**src/ks10Bus_config.svh**
```systemverilog
`ifndef KS10BUS_CONFIG_SVH
`define KS10BUS_CONFIG_SVH

////////////////////////////////////////
// Backplane word widths
////////////////////////////////////////

`define BUS_ADDR_WIDTH 36
`define BUS_DATA_WIDTH 36

// IO device select field width
`define IO_DEV_WIDTH 4
// Device number the responder answers to
`define IO_DEV_NUM 3
// Register and memory sizes
`define IO_REG_COUNT 4
`define MEM_WORDS 16

// Acknowledge latency in cycles after request
`define IO_ACK_DELAY 2
`define MEM_ACK_DELAY 1

// NXD timeout and recovery
`define NXD_TIMEOUT 6
`define NXD_HOLDOFF 2

`endif

```
**src/ks10BusPkg.sv**
```systemverilog
`include "ks10Bus_config.svh"

package ks10BusPkg;

   ////////////////////////////////////////
   // Address word layout
   ////////////////////////////////////////

   // Function flags in the top five bits
   localparam int FlagWidth = 5;
   // IO register address field
   localparam int IoRegAddrWidth = 14;
   // Filler between flags and device number
   localparam int IoSpareWidth = `BUS_ADDR_WIDTH - FlagWidth - `IO_DEV_WIDTH - IoRegAddrWidth;
   // Memory word address after the flags
   localparam int MemAddrWidth = `BUS_ADDR_WIDTH - FlagWidth;

   // Same 36 bits, IO or memory decode
   typedef union packed {
      struct packed {
         logic                        io;
         logic                        wru;
         logic                        vect;
         logic                        read;
         logic                        write;
         logic [IoSpareWidth-1:0]     spare;
         logic [`IO_DEV_WIDTH-1:0]    dev;
         logic [IoRegAddrWidth-1:0]   regAddr;
      } ioView;
      struct packed {
         logic                        io;
         logic                        wru;
         logic                        vect;
         logic                        read;
         logic                        write;
         logic [MemAddrWidth-1:0]     wordAddr;
      } memView;
   } busAddrWord;

   // Control ROM special function select
   typedef enum logic [2:0] {
      SPEC_NONE     = 3'd0,
      SPEC_CLRIOLAT = 3'd5
   } specSel;

endpackage

```
**src/nxd.sv**
```systemverilog
`timescale 1ns/1ps
`include "ks10Bus_config.svh"

module nxd
   import ks10BusPkg::*;
(
   input  logic       clk,
   input  logic       rst,
   input  logic       cromSpecEn,
   input  specSel     cromSpecSel,
   input  busAddrWord cpuAddr,
   input  logic       cpuReq,
   input  logic       cpuAck,
   output logic       ioWait,
   output logic       ioBusy
);

   // Counter wide enough for timeout and holdoff
   localparam int CntWidth = $clog2(`NXD_TIMEOUT + `NXD_HOLDOFF + 1);
   localparam logic [CntWidth-1:0] TimeoutCnt = CntWidth'(`NXD_TIMEOUT);
   localparam logic [CntWidth-1:0] HoldLast = CntWidth'(`NXD_HOLDOFF - 1);

   // Busy latch states
   localparam logic [1:0] busyIdle = 2'd0;
   localparam logic [1:0] busySet  = 2'd1;
   localparam logic [1:0] busyWait = 2'd2;

   // Timeout states
   localparam logic [1:0] timerIdle  = 2'd0;
   localparam logic [1:0] timerCount = 2'd1;
   localparam logic [1:0] timerHold  = 2'd2;

   logic                busIo;
   logic                busRead;
   logic                busWrite;
   logic                ioClear;
   logic [1:0]          busyState;
   logic [1:0]          timerState;
   logic [CntWidth-1:0] timerCnt;

   // Flag decode through the IO view
   assign busIo    = cpuAddr.ioView.io;
   assign busRead  = cpuAddr.ioView.read;
   assign busWrite = cpuAddr.ioView.write;

   // CLRIOLAT strobe from the control ROM
   assign ioClear = cromSpecEn && (cromSpecSel == SPEC_CLRIOLAT);

   ////////////////////////////////////////
   // IO busy latch
   ////////////////////////////////////////

   always_ff @(posedge clk or posedge rst)
   begin
      if (rst)
      begin
         busyState <= busyIdle;
      end
      else
      begin
         case (busyState)
            busyIdle:
               // IO read or write on the bus
               if (cpuReq && busIo && (busRead || busWrite))
                  busyState <= busySet;
            busySet:
               // Acknowledge or microcode clear
               if (cpuAck || ioClear)
                  busyState <= busyWait;
            busyWait:
               // Hold until the cycle is gone
               if (!(cpuReq && (busRead || busWrite)))
                  busyState <= busyIdle;
            default:
               busyState <= busyIdle;
         endcase
      end
   end

   assign ioBusy = (busyState == busySet);

   ////////////////////////////////////////
   // Timeout counter
   ////////////////////////////////////////

   always_ff @(posedge clk or posedge rst)
   begin
      if (rst)
      begin
         timerState <= timerIdle;
         timerCnt   <= '0;
      end
      else
      begin
         case (timerState)
            timerIdle:
               // First unanswered IO cycle counts as one
               if (cpuReq && busIo && !cpuAck)
               begin
                  timerState <= timerCount;
                  timerCnt   <= CntWidth'(1);
               end
            timerCount:
               if (!cpuReq || cpuAck || (timerCnt == TimeoutCnt))
               begin
                  timerState <= timerHold;
                  timerCnt   <= '0;
               end
               else
                  timerCnt <= timerCnt + 1'b1;
            timerHold:
               // Recovery before the next sequence
               if (timerCnt == HoldLast)
               begin
                  timerState <= timerIdle;
                  timerCnt   <= '0;
               end
               else
                  timerCnt <= timerCnt + 1'b1;
            default:
            begin
               timerState <= timerIdle;
               timerCnt   <= '0;
            end
         endcase
      end
   end

   // Stall the CPU until acknowledge or timeout
   assign ioWait = cpuReq && busIo && !cpuAck &&
                   ((timerState == timerIdle) ||
                    ((timerState == timerCount) && (timerCnt < TimeoutCnt)));

endmodule

```
**src/ioSequencer.sv**
```systemverilog
`timescale 1ns/1ps
`include "ks10Bus_config.svh"

module ioSequencer
   import ks10BusPkg::*;
(
   input  logic                       clk,
   input  logic                       rst,
   input  logic                       cmdValid,
   input  busAddrWord                 cmdAddr,
   input  logic [`BUS_DATA_WIDTH-1:0] cmdData,
   input  logic                       ioWait,
   input  logic                       ioBusy,
   input  logic                       cpuAck,
   input  logic [`BUS_DATA_WIDTH-1:0] ackData,
   output logic                       cmdReady,
   output logic                       cpuReq,
   output busAddrWord                 cpuAddr,
   output logic [`BUS_DATA_WIDTH-1:0] cpuData,
   output logic                       cromSpecEn,
   output specSel                     cromSpecSel,
   output logic                       rspValid,
   output logic [`BUS_DATA_WIDTH-1:0] rspData,
   output logic                       rspPageFail
);

   // Holdoff count after a page fault
   localparam int HoldWidth = $clog2(`NXD_HOLDOFF + 1);
   localparam logic [HoldWidth-1:0] HoldLast = HoldWidth'(`NXD_HOLDOFF - 1);

   // Sequencer states
   localparam logic [1:0] seqIdle    = 2'd0;
   localparam logic [1:0] seqRequest = 2'd1;
   localparam logic [1:0] seqFinish  = 2'd2;
   localparam logic [1:0] seqHoldoff = 2'd3;

   logic [1:0]           state;
   logic [HoldWidth-1:0] holdCnt;
   logic                 cmdTake;
   logic                 xferEnd;
   logic                 pageFault;

   assign cmdTake = cmdValid && cmdReady;

   // End on acknowledge, or on ioWait falling for IO
   assign xferEnd = cpuAck || (cpuAddr.ioView.io && !ioWait);

   // Busy still set after the transaction
   assign pageFault = (state == seqFinish) && ioBusy;

   ////////////////////////////////////////
   // Control FSM
   ////////////////////////////////////////

   always_ff @(posedge clk or posedge rst)
   begin
      if (rst)
      begin
         state   <= seqIdle;
         holdCnt <= '0;
      end
      else
      begin
         case (state)
            seqIdle:
               if (cmdTake)
                  state <= seqRequest;
            seqRequest:
               // Keep requesting through the stall
               if (xferEnd)
                  state <= seqFinish;
            seqFinish:
               // Fault gets extra recovery time
               if (ioBusy)
               begin
                  state   <= seqHoldoff;
                  holdCnt <= '0;
               end
               else
                  state <= seqIdle;
            seqHoldoff:
               if (holdCnt == HoldLast)
                  state <= seqIdle;
               else
                  holdCnt <= holdCnt + 1'b1;
            default:
               state <= seqIdle;
         endcase
      end
   end

   ////////////////////////////////////////
   // Command and response data
   ////////////////////////////////////////

   always_ff @(posedge clk)
   begin
      if (cmdTake)
      begin
         cpuAddr <= cmdAddr;
         cpuData <= cmdData;
         // Faulted cycles return zero
         rspData <= '0;
      end
      else if ((state == seqRequest) && cpuAck)
         rspData <= ackData;
   end

   assign cmdReady = (state == seqIdle);
   assign cpuReq   = (state == seqRequest);
   assign rspValid = (state == seqFinish);

   // Page fault report and IO latch clear
   assign rspPageFail = pageFault;
   assign cromSpecEn  = pageFault;
   assign cromSpecSel = pageFault ? SPEC_CLRIOLAT : SPEC_NONE;

endmodule

```
**src/backplaneResponder.sv**
```systemverilog
`timescale 1ns/1ps
`include "ks10Bus_config.svh"

module backplaneResponder
   import ks10BusPkg::*;
(
   input  logic                       clk,
   input  logic                       rst,
   input  logic                       cpuReq,
   input  busAddrWord                 cpuAddr,
   input  logic [`BUS_DATA_WIDTH-1:0] cpuData,
   output logic                       cpuAck,
   output logic [`BUS_DATA_WIDTH-1:0] ackData
);

   localparam int RegIdxWidth = $clog2(`IO_REG_COUNT);
   localparam int MemIdxWidth = $clog2(`MEM_WORDS);
   // Delay counter sized for the slower path
   localparam int MaxDelay = (`IO_ACK_DELAY > `MEM_ACK_DELAY) ? `IO_ACK_DELAY : `MEM_ACK_DELAY;
   localparam int DlyWidth = $clog2(MaxDelay + 1);

   logic [`BUS_DATA_WIDTH-1:0] ioRegs [`IO_REG_COUNT];
   logic [`BUS_DATA_WIDTH-1:0] memWords [`MEM_WORDS];

   logic                   isIo;
   logic                   devHit;
   logic                   answer;
   logic                   wrFlag;
   logic [RegIdxWidth-1:0] regIdx;
   logic [MemIdxWidth-1:0] memIdx;
   logic [DlyWidth-1:0]    ackDelay;
   logic [DlyWidth-1:0]    delayCnt;
   logic                   acked;
   logic                   ackFire;
   logic [`BUS_DATA_WIDTH-1:0] rdData;

   ////////////////////////////////////////
   // Address decode
   ////////////////////////////////////////

   assign isIo   = cpuAddr.ioView.io;
   assign devHit = (cpuAddr.ioView.dev == `IO_DEV_WIDTH'(`IO_DEV_NUM));
   assign regIdx = cpuAddr.ioView.regAddr[RegIdxWidth-1:0];
   assign memIdx = cpuAddr.memView.wordAddr[MemIdxWidth-1:0];

   // Other IO devices stay silent so NXD times out
   assign answer = isIo ? (devHit && (cpuAddr.ioView.read || cpuAddr.ioView.write)) : 1'b1;
   // Write flag sits in the same bit for both views
   assign wrFlag = cpuAddr.ioView.write;

   // Last count before acknowledge
   assign ackDelay = isIo ? DlyWidth'(`IO_ACK_DELAY - 1) : DlyWidth'(`MEM_ACK_DELAY - 1);
   assign ackFire  = cpuReq && answer && !acked && (delayCnt == ackDelay);

   assign rdData = isIo ? ioRegs[regIdx] : memWords[memIdx];

   // Per-transaction acknowledge timing
   always_ff @(posedge clk or posedge rst)
   begin
      if (rst)
      begin
         cpuAck   <= 1'b0;
         acked    <= 1'b0;
         delayCnt <= '0;
      end
      else
      begin
         // Single pulse per request
         cpuAck <= ackFire;
         if (!cpuReq)
         begin
            acked    <= 1'b0;
            delayCnt <= '0;
         end
         else if (ackFire)
            acked <= 1'b1;
         else if (answer && !acked)
            delayCnt <= delayCnt + 1'b1;
      end
   end

   // Storage update and read data with the acknowledge
   always_ff @(posedge clk)
   begin
      if (ackFire)
      begin
         ackData <= rdData;
         if (wrFlag && isIo)
            ioRegs[regIdx] <= cpuData;
         else if (wrFlag)
            memWords[memIdx] <= cpuData;
      end
   end

endmodule

```
**src/ks10IoBus.sv**
```systemverilog
`timescale 1ns/1ps
`include "ks10Bus_config.svh"

module ks10IoBus
   import ks10BusPkg::*;
(
   input  logic                       clk,
   input  logic                       rst,
   input  logic                       cmdValid,
   input  busAddrWord                 cmdAddr,
   input  logic [`BUS_DATA_WIDTH-1:0] cmdData,
   output logic                       cmdReady,
   output logic                       rspValid,
   output logic [`BUS_DATA_WIDTH-1:0] rspData,
   output logic                       rspPageFail
);

   ////////////////////////////////////////
   // Backplane bus signals
   ////////////////////////////////////////

   logic                       cpuReq;
   busAddrWord                 cpuAddr;
   logic [`BUS_DATA_WIDTH-1:0] cpuData;
   logic                       cpuAck;
   logic [`BUS_DATA_WIDTH-1:0] ackData;
   // Control ROM special function strobe
   logic                       cromSpecEn;
   specSel                     cromSpecSel;
   // NXD status into the sequencer
   logic                       ioWait;
   logic                       ioBusy;

   // Microcode stand-in
   ioSequencer seqInst (
      .clk(clk), .rst(rst), .cmdValid(cmdValid), .cmdAddr(cmdAddr), .cmdData(cmdData),
      .ioWait(ioWait), .ioBusy(ioBusy), .cpuAck(cpuAck), .ackData(ackData),
      .cmdReady(cmdReady), .cpuReq(cpuReq), .cpuAddr(cpuAddr), .cpuData(cpuData),
      .cromSpecEn(cromSpecEn), .cromSpecSel(cromSpecSel), .rspValid(rspValid),
      .rspData(rspData), .rspPageFail(rspPageFail));

   // Device timeout and IO busy latch
   nxd nxdInst (
      .clk(clk), .rst(rst), .cromSpecEn(cromSpecEn), .cromSpecSel(cromSpecSel),
      .cpuAddr(cpuAddr), .cpuReq(cpuReq), .cpuAck(cpuAck),
      .ioWait(ioWait), .ioBusy(ioBusy));

   // IO device and memory on the backplane
   backplaneResponder responderInst (
      .clk(clk), .rst(rst), .cpuReq(cpuReq), .cpuAddr(cpuAddr), .cpuData(cpuData),
      .cpuAck(cpuAck), .ackData(ackData));

endmodule

```
**config.mk**
```make
export PLATFORM = sky130hd
export DESIGN_NAME = ks10IoBus
export DESIGN_NICKNAME = d
export VERILOG_FILES = /design/src/ks10BusPkg.sv /design/src/nxd.sv /design/src/ioSequencer.sv /design/src/backplaneResponder.sv /design/src/ks10IoBus.sv
export VERILOG_INCLUDE_DIRS = /design/src
export SDC_FILE = /design/constraint.sdc
export NUM_CORES = 1
export LEC_CHECK = 0
export BUFFER_PORTS_ARGS = -buffer_cell sky130_fd_sc_hd__buf_2
export CAP_MARGIN = 40
export CORE_MARGIN = 4
export CORE_UTILIZATION = 64
export CTS_BUF_LIST = sky130_fd_sc_hd__clkbuf_8
export DETAILED_ROUTE_END_ITERATION = 10
export PLACE_DENSITY = 0.89
export SYNTH_ARGS = -nofsm -noshare
export SYNTH_HDL_FRONTEND = slang
export SYNTH_HIERARCHICAL = 1
export SYNTH_SLANG_ARGS = --single-unit
```
**constraint.sdc**
```tcl
create_clock -name clk -period 6 [get_ports clk]
set_input_delay 1.2 -clock clk [delete_from_list [all_inputs] [get_ports clk]]
set_output_delay 1.2 -clock clk [all_outputs]
set_load 0.01 [all_outputs]
```
## After elaboration in Yosys (flattened, before gate mapping)

Memory sizes are Yosys's and may differ from the RTL's. A register that Yosys moved wholly into a read port is not among the register bits.
Cells that the tools add are included.

- Logic and storage cells: 119
- Register bits: 160
- Memories: 2
- Memory bits (writable): 720
- Output and inout bits: 39

- Order comparisons: 1
- $add $sub $neg: 3
- Multiplexer cells: 38
- Equal/unequal tests: 27
- Reductions and logical operators: 36

Memory list:

| name | depth | bits a word | read ports | clocked after Yosys merged registers in | wr ports | RTL line | RTL |
|---|---|---|---|---|---|---|---|
| responderInst.memWords | 16 | 36 | 1 | 1 | 1 | backplaneResponder.sv:23 | `` logic [`BUS_DATA_WIDTH-1:0] memWords [`MEM_WORDS]; `` |
| responderInst.ioRegs | 4 | 36 | 1 | 1 | 1 | backplaneResponder.sv:22 | `` logic [`BUS_DATA_WIDTH-1:0] ioRegs [`IO_REG_COUNT]; `` |

Operator list:

| cell | count |
|---|---|
| $mux 36 | 1 |
| $mux 2 | 16 |
| $ne 2x1->1 const B | 9 |
| $logic_and 1x1->1 | 17 |
| $mux 4 | 4 |
| $pmux 2 s3 | 2 |
| $pmux 4 s3 | 1 |
| $reduce_and 3->1 | 4 |
| $mux 1 | 11 |
| $ne 2x2->1 const B | 5 |
| $eq 2x1->1 const B | 4 |
| $eq 2x2->1 const B | 4 |
| $pmux 2 s4 | 1 |
| $logic_not 2->1 | 3 |
| $logic_or 1x1->1 | 6 |
| $add 2x1->2 const B | 2 |
| $add 4x1->4 const B | 1 |
| $eq 4x1->1 const B | 1 |
| $eq 4x2->1 const B | 1 |
| $eq 4x3->1 const B | 1 |
| $logic_not 1->1 | 4 |
| $lt 4x3->1 const B | 1 |
| $pmux 2 s2 | 1 |
| $eq 3x3->1 const B | 1 |
| 4 further kinds | 4 |

## Longest topological paths before layout

- Depth in word-level cells: 9
- Gate-level depth with buffers: 8

## By module

Netlist, hierarchy kept.

Modules (own cells, without submodules):

| module | cells each | area each (um^2) | times used |
|---|---|---|---|
| backplaneResponder | 1,301 | 28,751.3 | 1 |
| ioSequencer | 264 | 3,779.9 | 1 |
| nxd | 57 | 521.8 | 1 |

## Worst setup path before layout

No wires, ideal clock.

- Kind: register to register
- Start: reg seqInst.state[0]
- End: mem responderInst/ioRegs[2][0] in the netlist's numbering (enable)
- Slack: 1.590 ns
- Arrival time: 3.928 ns
- Data required time: 5.518 ns
- Stages on the path, launching flop included: 6
- Period minus slack after synthesis: 4.410 ns
- Cell sequence: dfrtp_1 -> buf_2 -> and2b_1 -> nor3b_1 -> nand3_1 -> nor3b_1

- Cells in the longest elaborated chain, start to end: 6

RTL lines:

| item | RTL line | RTL |
|---|---|---|
| start, declared | ioSequencer.sv:37 | `logic [1:0] state;` |
| start signal, assigned | ioSequencer.sv:59 | `state <= seqIdle;` |
| start signal, assigned | ioSequencer.sv:67 | `state <= seqRequest;` |
| start signal, assigned | ioSequencer.sv:71 | `state <= seqFinish;` |
| $eq 2x1->1 | ioSequencer.sv:110 | `assign cpuReq = (state == seqRequest);` |
| via cpuReq | ks10IoBus.sv:22 | `logic cpuReq;` |
| $logic_and 1x1->1 (3 in series) | backplaneResponder.sv:53 | `assign ackFire = cpuReq && answer && !acked && (delayCnt == ackDelay);` |
| $mux 1 | backplaneResponder.sv:85 | `if (ackFire)` |
| $mux 1 (not written as such) | backplaneResponder.sv:89 | `ioRegs[regIdx] <= cpuData;` |
| end, declared | backplaneResponder.sv:22 |  |

The timed path passes the listed nets, and every way through them passes these cells.

## Final worst setup path

- Start: reg seqInst.state[0]
- End: mem responderInst/memWords[11][27] in the netlist's numbering (enable)

- Cells in the longest elaborated chain, start to end: 6

RTL lines:

| item | RTL line | RTL |
|---|---|---|
| $eq 2x1->1 | ioSequencer.sv:110 |  |
| via cpuReq | ks10IoBus.sv:22 |  |
| $logic_and 1x1->1 (3 in series) | backplaneResponder.sv:53 |  |
| $mux 1 | backplaneResponder.sv:85 |  |
| $mux 1 (not written as such) | backplaneResponder.sv:91 | `memWords[memIdx] <= cpuData;` |
| end, declared | backplaneResponder.sv:23 |  |

The timed path passes the listed nets, and every way through them passes these cells.

==> results by group <==
Power and ir drop
  • Switching power: 3.72 mW
  • Seq pwr share: 54.0%
  • Pint: 10.2 mW
  • Clock Power Share: 32.4%
  • Static Leak: 12.1 nW
  • Comb pwr share: 13.7%
  • Total Power: 13.9 mW
  • Net Sw Frac: 26.7%
  • Peak VDD IR: 0.220 mV
  • Pwr Density: 384 nW/µm²

Floorplan
  • Starting Density: 64.5%
  • DIE AREA: 54100 µm²
  • Row count: 82
  • Chip height: 233 µm
  • Core area: 50100 µm²
  • Ports: 114
  • Die width: 233 µm

Finish
  • Area delta synth->final: 12.3%
  • Fin nets: 1865
  • Most frequent cells in the layout: 803 x edfxtp_1, 142 x clkbuf_8, 136 x mux4_2
  • Multi-input logic area: 6610 µm²
  • Finished Cell Area: 36300 µm²
  • Most common cell after layout, fill and taps aside: edfxtp_1
  • Filler cells: 2646
  • Register area: 25200 µm²
  • Post-Layout Cell Count: 2565
  • Ratio of cells with drive above 1 in the final layout: 25.7%
  • Fin util: 72.5%

Min path
  • HP Class: primary input to async pin

Placement
  • Cell area after placement: 33800 µm²
  • GPL Wtd Cong: 0.796
  • Dpl hpwl: 43000 µm
  • Pre-CTS WS: 2.41 ns
  • I/O Buffers: 88
  • Placed Cells: 2324

Setup path
  • Worst Setup Start Kind: flip-flop
  • Reg-to-Reg End: responderInst/memWords[11][27]
  • FF-to-FF path depth: 6
  • Worst endpoint required time: 6.40 ns
  • WS Path Type: flip-flop to flip-flop
  • Worst Setup End Kind: flip-flop
  • Crit path DAT: 4.20 ns
  • Crit Path Max Fanout: 20
  • Critical R2R Launch: seqInst/state[0]
  • R2R Setup Slk: 2.21 ns

Timing
  • Slew @ Worst Pin: 1.09 ns
  • Fin worst setup slack: 2.21 ns
  • Tmin final: 3.79 ns
  • Setup TNS Final: 0 ns
  • Min Hold Slack: 0.342 ns
  • Slew Limit Headroom: 27.7%
  • RSZ-0062 raised after global routing: false
  • Final hold violations: 0
  • Fmax: 0.264 GHz
  • Final Max Slew Viols: 0
  • Final worst-path cycle share: 63.2%
  • # setup viols final: 0
  • Clock skew: 0.0321 ns

CTS
  • Resized cells post-CTS: 0
  • TritonCTS clock tree: built
  • Root Driver: clkbuf_8
  • TritonCTS Buffers: 132
  • TritonCTS Sinks: 855
  • Clock slew at reported path FFs: 0.06 ns
  • Post-CTS Setup Bufs: 0
  • Cts hold-fix bufs: 0
  • Worst-Skew Late Latency: 0.78 ns
  • H-tree Lvls: 4
  • Longest Clk Path Bufs: 3

GRT
  • Initial antenna violation count: 1
  • Pin count of the biggest net entering global routing: 130
  • First-pass GRT wire length: 111000 µm
  • Vias in the first global route: 17700
  • Gr ovfl total: 0
  • GRT Total Usage: 28.3%

Route
  • Post-route ant nets: 0
  • Vias: 17200
  • Avg WL per Cell: 29.2 µm
  • Routed WL: 74900 µm
  • Drt pass-1 iters: 7
  • DR iter-0 viols: 2310
  • Vias per cell: 6.69
  • DRC viols: 0

Synthesis
  • YS warnings: 6
  • Gate Count Post-Synth: 1597
  • Avg Cell Area, Syn: 20.2 µm²
  • Syn Std Cell Area: 32300 µm²
  • Syn nets: 1676

Flow run
  • Max-cap viol count: 0

Run status
  • Status: completed
[power by group through the flow]
stage / combinational [mW] / sequential [mW] / clock, mW
2_1_floorplan: 1.27 / 7.51 / 0
3_3_place_gp: 1.72 / 7.57 / 0
3_5_place_dp: 1.87 / 7.63 / 0
4_1_cts: 1.89 / 7.51 / 4.57
5_1_grt: 2.01 / 7.57 / 4.88
6_report: 1.90 / 7.52 / 4.51
[layer usage]
layer  track usage, %  part of all wire [%]  wire length [µm]  vias up
met5                0                     0                 0        -
met4             12.7                   4.2              3170        0
met3             6.29                    11              7990      247
met2             46.3                    51             38100     1261
met1             37.2                    34             25700     8736
li1                 -                     -                 -     6910
[layout make-up]
class                      instances  share of cell area [%]
sequential                       855                    69.6
multi-input combinational        646                    18.2
clock buffer                     142                    5.39
timing repair buffer             139                    2.99
tap                              672                    2.32
clock inverter                    98                    1.41
inverter                          12                   0.124
antenna                            1                 0.00690
[state kept, by name, indices dropped and copies added, names as in the netlist]
signal / count
nxdInst/timerState: 2
seqInst/rspData: 36
responderInst/acked: 1
responderInst/ioRegs: 144
responderInst/ackData: 36
seqInst/holdCnt: 2
seqInst/cpuData: 36
responderInst/cpuAck: 1
responderInst/delayCnt: 2
seqInst/state: 2
responderInst/memWords: 576
nxdInst/busyState: 2
nxdInst/timerCnt: 4
seqInst/cpuAddr: 11
[worst max-delay path: stages (launching register included)]
cell and delay (ns):
dfrtp_1 0.61, and2b_1 0.41, nor3b_1 0.44, and3_1 0.34
nand3_1 0.34, nor2_4 0.77, buf_4 0.51
[how the worst max path moves through the flow]
stage	startpoint	end	slack [ns]	cells past startpoint
global placement	seqInst/state[0]	responderInst/memWords[7][6]	2.49	6
detailed placement	seqInst/state[0]	responderInst/memWords[11][35]	2.41	6
finish	seqInst/state[0]	responderInst/memWords[11][27]	2.21	6
floorplan	seqInst/state[0]	responderInst/ioRegs[2][0]	1.59	5
global route	seqInst/state[0]	responderInst/memWords[11][27]	2.18	6
CTS	seqInst/state[0]	responderInst/memWords[11][27]	2.35	6
No activity file was read; power rests on OpenSTA's default activity.
